**src/cdr_defs.svh**
```systemverilog
`ifndef CDR_DEFS_SVH
`define CDR_DEFS_SVH

// loop filter widths
`define CDR_PHASE_W     16  // phase integrator
`define CDR_FREQ_W      16  // frequency integrator
`define CDR_CODE_W      11  // interpolator code, top of phase

// decision buffering
`define CDR_FIFO_DEPTH  8

// gains out of reset
`define CDR_PHUG_RST    8
`define CDR_FRUG_RST    3

// register port
`define CDR_AXIL_AW     32
`define CDR_AXIL_DW     32

`define CDR_ADDR_CTRL   32'h0000_0000  // freeze
`define CDR_ADDR_GAIN   32'h0000_0004  // phug / frug
`define CDR_ADDR_CODE   32'h0000_0008  // ro
`define CDR_ADDR_FREQ   32'h0000_000C  // ro
`define CDR_ADDR_STAT   32'h0000_0010  // sticky overflow, w1c

`endif

```
**src/cdr_pkg.sv**
```systemverilog
`include "cdr_defs.svh"

package cdr_pkg;

  // phase detector verdict per unit interval
  typedef enum logic [1:0] {
    DEC_NONE  = 2'b00,  // no transition or invalid pattern
    DEC_EARLY = 2'b01,
    DEC_LATE  = 2'b10
  } decision_e;

  // one unit interval from the samplers
  typedef struct packed {
    logic data_bit;  // center sample
    logic edge_bit;  // transition sample
  } sample_t;

  // fifo payload
  typedef struct packed {
    decision_e dir;
  } decision_t;

  // software controlled loop settings
  typedef struct packed {
    logic [7:0] phug;    // proportional gain
    logic [7:0] frug;    // integral gain
    logic       freeze;  // stalls the filter
  } loop_cfg_t;

  // readable loop status
  typedef struct packed {
    logic [`CDR_CODE_W-1:0] code;
    logic [`CDR_FREQ_W-1:0] freq;
    logic                   overflow;  // sticky copy
  } loop_stat_t;

endpackage

```
**src/axil_pkg.sv**
```systemverilog
`include "cdr_defs.svh"

package axil_pkg;

  typedef enum logic [1:0] {
    RESP_OKAY   = 2'b00,
    RESP_SLVERR = 2'b10  // unmapped address
  } axil_resp_e;

  typedef struct packed {
    logic [`CDR_AXIL_AW-1:0] addr;
    logic                    valid;
  } axil_ax_t;  // shared by aw and ar

  typedef struct packed {
    logic [`CDR_AXIL_DW-1:0]   data;
    logic [`CDR_AXIL_DW/8-1:0] strb;
    logic                      valid;
  } axil_w_t;

  typedef struct packed {
    axil_resp_e resp;
    logic       valid;
  } axil_b_t;

  typedef struct packed {
    logic [`CDR_AXIL_DW-1:0] data;
    axil_resp_e              resp;
    logic                    valid;
  } axil_r_t;

  // master to slave
  typedef struct packed {
    axil_ax_t aw;
    axil_w_t  w;
    logic     b_ready;
    axil_ax_t ar;
    logic     r_ready;
  } axil_req_t;

  // slave to master
  typedef struct packed {
    logic    aw_ready;
    logic    w_ready;
    axil_b_t b;
    logic    ar_ready;
    axil_r_t r;
  } axil_rsp_t;

endpackage

```
**src/bbpd_decider.sv**
```systemverilog
`timescale 1ns/1ps

module bbpd_decider (
  input  logic               clk,
  input  logic               rst_n,
  input  cdr_pkg::sample_t   sample,
  input  logic               sample_valid,
  output cdr_pkg::decision_t dec,
  output logic               dec_valid
);
  import cdr_pkg::*;

  logic      prev_data_q;  // data bit of the last unit interval
  logic      have_prev_q;  // first sample only primes prev_data_q
  decision_e dir_nxt;

  // alexander table on (prev data, edge, data)
  always_comb begin
    case ({prev_data_q, sample.edge_bit, sample.data_bit})
      3'b001, 3'b110: dir_nxt = DEC_EARLY;
      3'b011, 3'b100: dir_nxt = DEC_LATE;
      default:        dir_nxt = DEC_NONE;  // 000/111 no edge, 010/101 dropped
    endcase
  end

  always_ff @(posedge clk or negedge rst_n) begin
    if (!rst_n) begin
      have_prev_q <= 1'b0;
      dec_valid   <= 1'b0;
    end else begin
      dec_valid <= sample_valid && have_prev_q && (dir_nxt != DEC_NONE);
      if (sample_valid) begin
        have_prev_q <= 1'b1;
      end
    end
  end

  // payload side
  always_ff @(posedge clk) begin
    if (sample_valid) begin
      prev_data_q <= sample.data_bit;
      dec.dir     <= dir_nxt;  // qualified by dec_valid
    end
  end

  // none decisions never leave the detector
  a_no_none: assert property (@(posedge clk) disable iff (!rst_n)
    dec_valid |-> (dec.dir != DEC_NONE));

endmodule

```
**src/decision_fifo.sv**
```systemverilog
`timescale 1ns/1ps
`include "cdr_defs.svh"

module decision_fifo (
  input  logic               clk,
  input  logic               rst_n,
  input  cdr_pkg::decision_t wr_dec,
  input  logic               wr_valid,
  output cdr_pkg::decision_t rd_dec,
  output logic               rd_valid,
  input  logic               rd_ready,
  output logic               overflow
);
  import cdr_pkg::*;

  localparam int DEPTH = `CDR_FIFO_DEPTH;
  localparam int PTR_W = (DEPTH > 1) ? $clog2(DEPTH) : 1;
  localparam int CNT_W = $clog2(DEPTH + 1);

  decision_t        mem [DEPTH];
  logic [PTR_W-1:0] wr_ptr_q;
  logic [PTR_W-1:0] rd_ptr_q;
  logic [CNT_W-1:0] count_q;
  logic [CNT_W-1:0] count_nxt;
  logic             full;
  logic             wr_en;
  logic             rd_en;

  assign full  = (count_q == CNT_W'(DEPTH));
  assign rd_en = rd_valid && rd_ready;
  assign wr_en = wr_valid && (!full || rd_en);  // full + pop still takes the write
  assign overflow = wr_valid && full && !rd_en;  // dropped this cycle

  assign rd_dec = mem[rd_ptr_q];  // head

  always_comb begin
    case ({wr_en, rd_en})
      2'b10:   count_nxt = count_q + 1'b1;
      2'b01:   count_nxt = count_q - 1'b1;
      default: count_nxt = count_q;  // idle or push+pop
    endcase
  end

  always_ff @(posedge clk or negedge rst_n) begin
    if (!rst_n) begin
      wr_ptr_q <= '0;
      rd_ptr_q <= '0;
      count_q  <= '0;
      rd_valid <= 1'b0;
    end else begin
      count_q  <= count_nxt;
      rd_valid <= (count_nxt != '0);  // head visible next cycle
      if (wr_en) begin
        wr_ptr_q <= (wr_ptr_q == PTR_W'(DEPTH - 1)) ? '0 : wr_ptr_q + 1'b1;
      end
      if (rd_en) begin
        rd_ptr_q <= (rd_ptr_q == PTR_W'(DEPTH - 1)) ? '0 : rd_ptr_q + 1'b1;
      end
    end
  end

  always_ff @(posedge clk) begin
    if (wr_en) begin
      mem[wr_ptr_q] <= wr_dec;
    end
  end

  a_count_bound: assert property (@(posedge clk) disable iff (!rst_n)
    count_q <= CNT_W'(DEPTH));

  // registered flag must track occupancy
  a_valid_count: assert property (@(posedge clk) disable iff (!rst_n)
    rd_valid == (count_q != '0));

endmodule

```
**src/loop_filter.sv**
```systemverilog
`timescale 1ns/1ps
`include "cdr_defs.svh"

module loop_filter (
  input  logic                   clk,
  input  logic                   rst_n,
  input  cdr_pkg::decision_t     dec,
  input  logic                   dec_valid,
  output logic                   dec_ready,
  input  cdr_pkg::loop_cfg_t     cfg,
  output logic [`CDR_CODE_W-1:0] code,
  output logic [`CDR_FREQ_W-1:0] freq
);
  import cdr_pkg::*;

  localparam int FSLICE_W = 9;  // freq bits fed into the phase path

  logic                    xfer;
  logic [`CDR_FREQ_W-1:0]  freq_q;
  logic [`CDR_FREQ_W-1:0]  freq_nxt;
  logic [`CDR_FREQ_W-1:0]  fr_term;   // integral step size
  logic [`CDR_PHASE_W-1:0] phase_q;
  logic [`CDR_PHASE_W-1:0] phase_nxt;
  logic [`CDR_PHASE_W-1:0] ph_term;   // proportional step size
  logic [`CDR_PHASE_W-1:0] fr_feed;   // sign-extended freq slice

  assign dec_ready = !cfg.freeze;  // freeze backs up into the fifo
  assign xfer      = dec_valid && dec_ready;

  assign fr_term = {{(`CDR_FREQ_W - 8){1'b0}}, cfg.frug};
  assign ph_term = {{(`CDR_PHASE_W - 8){1'b0}}, cfg.phug};

  // bits 14:6 read as signed
  assign fr_feed = {{(`CDR_PHASE_W - FSLICE_W){freq_q[`CDR_FREQ_W-2]}},
                    freq_q[`CDR_FREQ_W-2 -: FSLICE_W]};

  // s = +1 late, -1 early, everything wraps mod 2^16
  always_comb begin
    case (dec.dir)
      DEC_LATE: begin
        freq_nxt  = freq_q + fr_term;
        phase_nxt = phase_q + fr_feed + ph_term;
      end
      DEC_EARLY: begin
        freq_nxt  = freq_q - fr_term;
        phase_nxt = phase_q + fr_feed - ph_term;
      end
      default: begin  // s = 0
        freq_nxt  = freq_q;
        phase_nxt = phase_q + fr_feed;
      end
    endcase
  end

  always_ff @(posedge clk or negedge rst_n) begin
    if (!rst_n) begin
      freq_q  <= '0;
      phase_q <= '0;
    end else if (xfer) begin
      freq_q  <= freq_nxt;
      phase_q <= phase_nxt;
    end
  end

  assign code = phase_q[`CDR_PHASE_W-1 -: `CDR_CODE_W];  // bits 15:5
  assign freq = freq_q;

  a_hold_no_xfer: assert property (@(posedge clk) disable iff (!rst_n)
    !xfer |=> ($stable(freq_q) && $stable(phase_q)));

endmodule

```
**src/cdr_csr_axil.sv**
```systemverilog
`timescale 1ns/1ps
`include "cdr_defs.svh"

module cdr_csr_axil (
  input  logic                   clk,
  input  logic                   rst_n,
  input  axil_pkg::axil_req_t    axil_req,
  output axil_pkg::axil_rsp_t    axil_rsp,
  input  logic [`CDR_CODE_W-1:0] stat_code,
  input  logic [`CDR_FREQ_W-1:0] stat_freq,
  input  logic                   overflow_pulse,
  output cdr_pkg::loop_cfg_t     cfg
);
  import cdr_pkg::*;
  import axil_pkg::*;

  typedef enum logic [1:0] {
    IDLE,
    WRITE_RESP,
    READ_DATA
  } csr_state_e;

  csr_state_e              state_q;
  logic                    wr_acc_q;  // aw/w ready one cycle after both valid
  logic                    wr_hs;
  logic                    ar_hs;
  logic                    wr_mapped;
  logic                    ovf_clr;
  logic                    ovf_q;
  loop_cfg_t               cfg_q;
  loop_stat_t              stat;
  logic [`CDR_AXIL_DW-1:0] rd_data;
  axil_resp_e              rd_resp;
  axil_resp_e              b_resp_q;
  logic [`CDR_AXIL_DW-1:0] r_data_q;
  axil_resp_e              r_resp_q;

  assign stat.code     = stat_code;
  assign stat.freq     = stat_freq;
  assign stat.overflow = ovf_q;

  assign wr_hs = wr_acc_q && axil_req.aw.valid && axil_req.w.valid;
  // writes win when both sides show up together
  assign ar_hs = (state_q == IDLE) && !wr_acc_q && axil_req.ar.valid &&
                 !(axil_req.aw.valid && axil_req.w.valid);

  always_comb begin
    case (axil_req.aw.addr)
      `CDR_ADDR_CTRL, `CDR_ADDR_GAIN, `CDR_ADDR_CODE,
      `CDR_ADDR_FREQ, `CDR_ADDR_STAT: wr_mapped = 1'b1;
      default:                        wr_mapped = 1'b0;
    endcase
  end

  assign ovf_clr = wr_hs && (axil_req.aw.addr == `CDR_ADDR_STAT) &&
                   axil_req.w.strb[0] && axil_req.w.data[0];

  // read mux
  always_comb begin
    rd_data = '0;
    rd_resp = RESP_OKAY;
    case (axil_req.ar.addr)
      `CDR_ADDR_CTRL: rd_data[0] = cfg_q.freeze;
      `CDR_ADDR_GAIN: rd_data[15:0] = {cfg_q.frug, cfg_q.phug};
      `CDR_ADDR_CODE: rd_data[`CDR_CODE_W-1:0] = stat.code;
      `CDR_ADDR_FREQ: rd_data[`CDR_FREQ_W-1:0] = stat.freq;
      `CDR_ADDR_STAT: rd_data[0] = stat.overflow;
      default:        rd_resp = RESP_SLVERR;
    endcase
  end

  // control registers
  always_ff @(posedge clk or negedge rst_n) begin
    if (!rst_n) begin
      cfg_q.phug   <= 8'(`CDR_PHUG_RST);
      cfg_q.frug   <= 8'(`CDR_FRUG_RST);
      cfg_q.freeze <= 1'b0;
      ovf_q        <= 1'b0;
    end else begin
      ovf_q <= overflow_pulse || (ovf_q && !ovf_clr);  // new drop beats clear
      if (wr_hs && axil_req.aw.addr == `CDR_ADDR_CTRL && axil_req.w.strb[0]) begin
        cfg_q.freeze <= axil_req.w.data[0];
      end
      if (wr_hs && axil_req.aw.addr == `CDR_ADDR_GAIN) begin
        if (axil_req.w.strb[0]) cfg_q.phug <= axil_req.w.data[7:0];
        if (axil_req.w.strb[1]) cfg_q.frug <= axil_req.w.data[15:8];
      end
    end
  end

  // one transaction at a time
  always_ff @(posedge clk or negedge rst_n) begin
    if (!rst_n) begin
      state_q  <= IDLE;
      wr_acc_q <= 1'b0;
    end else begin
      case (state_q)
        IDLE: begin
          if (wr_acc_q) begin
            wr_acc_q <= 1'b0;
            if (wr_hs) state_q <= WRITE_RESP;
          end else if (axil_req.aw.valid && axil_req.w.valid) begin
            wr_acc_q <= 1'b1;
          end else if (ar_hs) begin
            state_q <= READ_DATA;
          end
        end
        WRITE_RESP: if (axil_req.b_ready) state_q <= IDLE;
        READ_DATA:  if (axil_req.r_ready) state_q <= IDLE;
        default:    state_q <= IDLE;
      endcase
    end
  end

  // response payloads
  always_ff @(posedge clk) begin
    if (wr_hs) begin
      b_resp_q <= wr_mapped ? RESP_OKAY : RESP_SLVERR;
    end
    if (ar_hs) begin
      r_data_q <= rd_data;
      r_resp_q <= rd_resp;
    end
  end

  always_comb begin
    axil_rsp          = '0;
    axil_rsp.aw_ready = wr_acc_q;
    axil_rsp.w_ready  = wr_acc_q;
    axil_rsp.b.valid  = (state_q == WRITE_RESP);
    axil_rsp.b.resp   = b_resp_q;
    axil_rsp.ar_ready = ar_hs;  // low until a read is offered
    axil_rsp.r.valid  = (state_q == READ_DATA);
    axil_rsp.r.data   = r_data_q;
    axil_rsp.r.resp   = r_resp_q;
  end

  assign cfg = cfg_q;

  a_one_resp: assert property (@(posedge clk) disable iff (!rst_n)
    !(axil_rsp.b.valid && axil_rsp.r.valid));

endmodule

```
**src/cdr_top.sv**
```systemverilog
`timescale 1ns/1ps
`include "cdr_defs.svh"

module cdr_top (
  input  logic                   clk,
  input  logic                   rst_n,
  input  cdr_pkg::sample_t       sample,
  input  logic                   sample_valid,
  output logic [`CDR_CODE_W-1:0] code,
  input  axil_pkg::axil_req_t    axil_req,
  output axil_pkg::axil_rsp_t    axil_rsp
);
  import cdr_pkg::*;

  decision_t              dec;         // detector out
  logic                   dec_valid;
  decision_t              fifo_dec;    // fifo head
  logic                   fifo_valid;
  logic                   fifo_ready;  // low while frozen
  logic                   ovf_pulse;
  loop_cfg_t              cfg;
  logic [`CDR_FREQ_W-1:0] freq;

  bbpd_decider u_bbpd (
    .clk          (clk),
    .rst_n        (rst_n),
    .sample       (sample),
    .sample_valid (sample_valid),
    .dec          (dec),
    .dec_valid    (dec_valid)
  );

  decision_fifo u_fifo (
    .clk      (clk),
    .rst_n    (rst_n),
    .wr_dec   (dec),
    .wr_valid (dec_valid),
    .rd_dec   (fifo_dec),
    .rd_valid (fifo_valid),
    .rd_ready (fifo_ready),
    .overflow (ovf_pulse)
  );

  loop_filter u_filter (
    .clk       (clk),
    .rst_n     (rst_n),
    .dec       (fifo_dec),
    .dec_valid (fifo_valid),
    .dec_ready (fifo_ready),
    .cfg       (cfg),
    .code      (code),
    .freq      (freq)
  );

  cdr_csr_axil u_csr (
    .clk            (clk),
    .rst_n          (rst_n),
    .axil_req       (axil_req),
    .axil_rsp       (axil_rsp),
    .stat_code      (code),
    .stat_freq      (freq),
    .overflow_pulse (ovf_pulse),
    .cfg            (cfg)
  );

endmodule

```
**config.mk**
```make
export PLATFORM = sky130hd
export DESIGN_NAME = cdr_top
export DESIGN_NICKNAME = d
export VERILOG_FILES = /design/src/cdr_pkg.sv /design/src/axil_pkg.sv /design/src/bbpd_decider.sv /design/src/decision_fifo.sv /design/src/loop_filter.sv /design/src/cdr_csr_axil.sv /design/src/cdr_top.sv
export VERILOG_INCLUDE_DIRS = /design/src
export SDC_FILE = /design/constraint.sdc
export NUM_CORES = 1
export LEC_CHECK = 0
export BUFFER_PORTS_ARGS = -buffer_cell sky130_fd_sc_hd__clkbuf_2
export CAP_MARGIN = 20
export CELL_PAD_IN_SITES_DETAIL_PLACEMENT = 0
export CELL_PAD_IN_SITES_GLOBAL_PLACEMENT = 1
export CORE_MARGIN = 3
export CORE_UTILIZATION = 47
export CTS_BUF_LIST = sky130_fd_sc_hd__clkbuf_4 sky130_fd_sc_hd__clkbuf_8
export DETAILED_ROUTE_END_ITERATION = 8
export PLACE_DENSITY_LB_ADDON = 0.2
export SETUP_SLACK_MARGIN = 0.4
export SYNTH_ARGS = -nofsm -noshare
export SYNTH_HDL_FRONTEND = slang
export SYNTH_HIERARCHICAL = 1
export SYNTH_SLANG_ARGS = --single-unit
```
**constraint.sdc**
```tcl
create_clock -name clk -period 10.5 [get_ports clk]
set_clock_uncertainty 0.15 [all_clocks]
set_input_delay 1.05 -clock clk [delete_from_list [all_inputs] [get_ports clk]]
set_output_delay 1.05 -clock clk [all_outputs]
set_load 0.01 [all_outputs]
```
==> summary.txt <==
Status
  – Outcome: finished, final reports clean

Timing
  – Unrepaired setup endpoints after global routing: false
  – Tcrit/Tclk final: 0.527
  – Hold Slack: 0.332 ns
  – Worst slew pin tran: between 1 and 1.5 ns
  – Final setup viols: 0
  – Fmax achieved: about 180 MHz
  – Setup TNS: 0 ns
  – Hold Vio Cnt, Final: 0
  – Max-slew violations: 0
  – Rel. slew slack: 0.301
  – Period minus WS final: between 5 and 6 ns
  – Final worst setup slack: between 4 and 5 ns

Synth
  – Post-synthesis adder-cell area fraction: 0.0955
  – Number of flops mapped to enable cells by yosys: 37
  – Synth Flop Type: dfrtp_1
  – Synth Area in Compound Gates: 0.173
  – Post-Synth Simple-Gate Area: 0.173
  – Syn_area_per_cell: about 9.7 um2
  – Post-synthesis xor/xnor area fraction: 0.0534
  – Largest family of logic cells by synthesized area: compound AO/OA/AOI/OAI gates
  – Yosys warns: 6
  – Post-synth ARST share: 0.641
  – Count of unique library cells instantiated by Yosys: 84
  – Post-synthesis mux area share: 0.0890
  – FF+latch count, synth: around 100
  – Seq/Total Area, Yosys: 0.353
  – Synth Cell Area: about 0.008 mm2
  – Cells after synthesis: around 810

Drt
  – DRT Pass-1 Iters: 5
  – DR vias: roughly 6,400
  – Via density: between 5 and 6
  – Wire length per cell: 17.2 um
  – Starting DRT DRC Count: ~360
  – Final wirelength: roughly 19 mm
  – Met2 WL: between 9 and 10 mm
  – DRC: 0
  – DRT met1 WL: roughly 8.4 mm
  – Uppermost layer routed: met4
  – Routed wl met3: ~900 um
  – DRT antenna net count: 0

Die
  – DIE WIDTH: 135 um
  – Die Ht: ~140 um
  – Core area: between 0.015 and 0.02 mm2
  – I/O pin cnt: roughly 160
  – Die area: about 0.018 mm2
  – Row count: 46
  – Starting Density: 0.486

Layout
  – Reg area: 0.00277 mm2
  – Ant. Diodes: 0
  – Final nets: 1,080
  – FILL cells: between 1,000 and 1,500
  – Share of cells above drive strength 1: 0.250
  – Commonest non-fill, non-tap cell in the layout: clkbuf_2
  – Area delta synth->final: 11.1%
  – Non-Filler Instances: approximately 1,100
  – Multi-input gate area: 0.00464 mm2
  – Commonest cells after routing, fill and taps aside: clkbuf_2 (124), nor2_1 (66), dfrtp_1 (63)
  – Core Util, Final: 0.540

Power
  – Pwr/cell area: 314 mW/mm2
  – Pleak: ~0.0037 uW
  – VDD IR-drop max: between 0.0002 and 0.00025 V

GRT
  – Initial antenna violation count: 0
  – First-pass GRT wire length: roughly 31 mm
  – GRT Residual Overflow: 0
  – Vias in the first global route: between 6,000 and 7,000
  – GRT Util Overall: 0.214
  – Largest net degree at the start of global routing: 67

Placed design
  – GPL Wtd Cong: ~0.87
  – Pre-CTS setup slack: between 5 and 6 ns
  – Dpl hpwl: 15.0 mm
  – PortBufs: between 100 and 150
  – Inst Count DP: roughly 1,100

Worst setup path
  – Reg-to-reg setup timing slack: 4.97 ns
  – Crit path required time: roughly 11 ns
  – Startpoint Class: flip-flop
  – Worst path arrival time: between 5 and 6 ns
  – CP endpoint kind: flip-flop
  – Worst-path fanout max: 25
  – Crit path kind: reg -> reg
  – Reg2Reg Launch Point: u_fifo/rd_ptr_q[0]
  – Worst setup path endpoint: u_filter/freq[14]
  – R2R cell count: 16
  – Reg2reg end: u_filter/freq[14]
  – Worst setup path start: u_fifo/rd_ptr_q[0]

Hold path
  – Worst Hold Class: reg -> reg

CTS
  – H-tree depth: 3
  – CTS tree: built
  – Resized Gates After CTS: 0
  – Clk_lat worst skew: around 0.40 ns
  – Clock Sinks: between 100 and 150
  – Clk root buf: clkbuf_8
  – Hold Buf Count CTS: 0
  – CTS buffer count: 9
  – Post-CTS setup buffers: 0
  – Clock Tree Buf Depth: 2
  – Clock transition at the registers of the reported paths: roughly 0.11 ns

Flow run
  – # Max-Cap Violations: 0
worst min path at each step:
stage | from | endpoint | slack (ns) | cells after the start
6_report | u_fifo/count_q[3] | u_fifo/count_q[3] | 0.33 | 1
5_1_grt | u_fifo/count_q[3] | u_fifo/count_q[3] | 0.34 | 1
4_1_cts | u_fifo/count_q[3] | u_fifo/count_q[3] | 0.34 | 1
3_5_place_dp | u_fifo/count_q[3] | u_fifo/count_q[3] | 0.32 | 1
3_3_place_gp | u_bbpd/have_prev_q | u_bbpd/have_prev_q | 0.31 | 1
2_1_floorplan | u_bbpd/have_prev_q | u_bbpd/have_prev_q | 0.29 | 1
cell usage after synthesis (5+ instances only):
| library cell | instances | share of area |
|---|---|---|
| nand2_1 | 49 | 0.023 |
| a31oi_1 | 14 | 0.011 |
| o21bai_1 | 7 | 0.0067 |
| a22oi_1 | 11 | 0.011 |
| nor2b_1 | 11 | 0.0088 |
| inv_1 | 39 | 0.019 |
| mux4_2 | 5 | 0.014 |
| nand2b_1 | 10 | 0.0080 |
| clkbuf_1 | 15 | 0.0072 |
| mux2i_1 | 16 | 0.020 |
| dfrtp_1 | 63 | 0.20 |
| edfxtp_1 | 37 | 0.14 |
| a21o_1 | 14 | 0.013 |
| o211ai_1 | 5 | 0.0048 |
| a21oi_1 | 45 | 0.029 |
| ha_1 | 55 | 0.088 |
| nor2_1 | 66 | 0.032 |
| xor2_1 | 9 | 0.010 |
| nor4_2 | 6 | 0.0096 |
| nor4_1 | 10 | 0.0080 |
| nor3_1 | 25 | 0.016 |
| or3_1 | 10 | 0.0080 |
| nand3b_1 | 5 | 0.0048 |
| buf_4 | 32 | 0.031 |
| nand3_1 | 12 | 0.0077 |
| o21ai_0 | 48 | 0.031 |
| mux2_4 | 8 | 0.015 |
| xnor2_1 | 33 | 0.037 |
| o21a_1 | 7 | 0.0067 |
| a211oi_1 | 11 | 0.011 |
| and3_1 | 10 | 0.0080 |
| mux2_2 | 26 | 0.037 |
critical path: stages, from the launching register on:
cell	delay, ns
dfrtp_1	0.55
mux4_2	0.55
mux2_2	0.27
inv_1	0.05
ha_1	0.84
mux2i_1	0.27
fa_1	0.49
a21o_1	0.18
a21oi_1	0.21
o21ai_0	0.12
a21oi_1	0.24
o21bai_1	0.09
a21oi_1	0.27
o21ai_0	0.20
a2111oi_0	0.63
o21ai_0	0.22
nand3_1	0.12
state kept, by name, indices dropped and copies added, names as in the netlist, 3 cells and up:
name              cells
u_filter/phase_q     16
u_csr/r_data_q       16
u_csr/cfg            17
u_filter/freq        16
u_fifo/mem           16
u_fifo/wr_ptr_q       3
u_fifo/count_q        4
u_fifo/rd_ptr_q       3
cells by family after synthesis:
group,Yosys count
AOI/OAI and AO/OA,205
xor gates and xnor gates,44
adders and majority gates,58
buffers and inverters,95
DFF,103
muxes,56
other,1
and+or+nand+nor,246
routing by layer:
metal / GRT usage / up-vias
met2: 0.374 / 173
met4: 0.0655 / 0
met1: 0.266 / 3080
met5: 0 / -
met3: 0.0458 / 36
li1: - / 3145
stage by stage:
stage | cell area, um2 | power [uW]
after CTS | 8700 | 2720
after global routing | 8700 | 2970
after global placement | 8500 | 2390
final | 8700 | 2730
after detailed placement | 8500 | 2440
after floorplan | 7900 | 2050
final cells by class:
type,instances,area share
Clock inverter,7,0.00906
Tap cell,216,0.0311
Multi-Input combinational cell,627,0.534
Timing Repair Buffer,130,0.0762
Clock buffer,9,0.0142
Sequential cell,103,0.318
Inverter,41,0.0178
power by group:
part	switching [uW]	internal, uW	total [uW]
Clock	152	113	265
Combinational	1090	765	1850
Sequential	102	512	614
(Power assumes the default switching activity.)
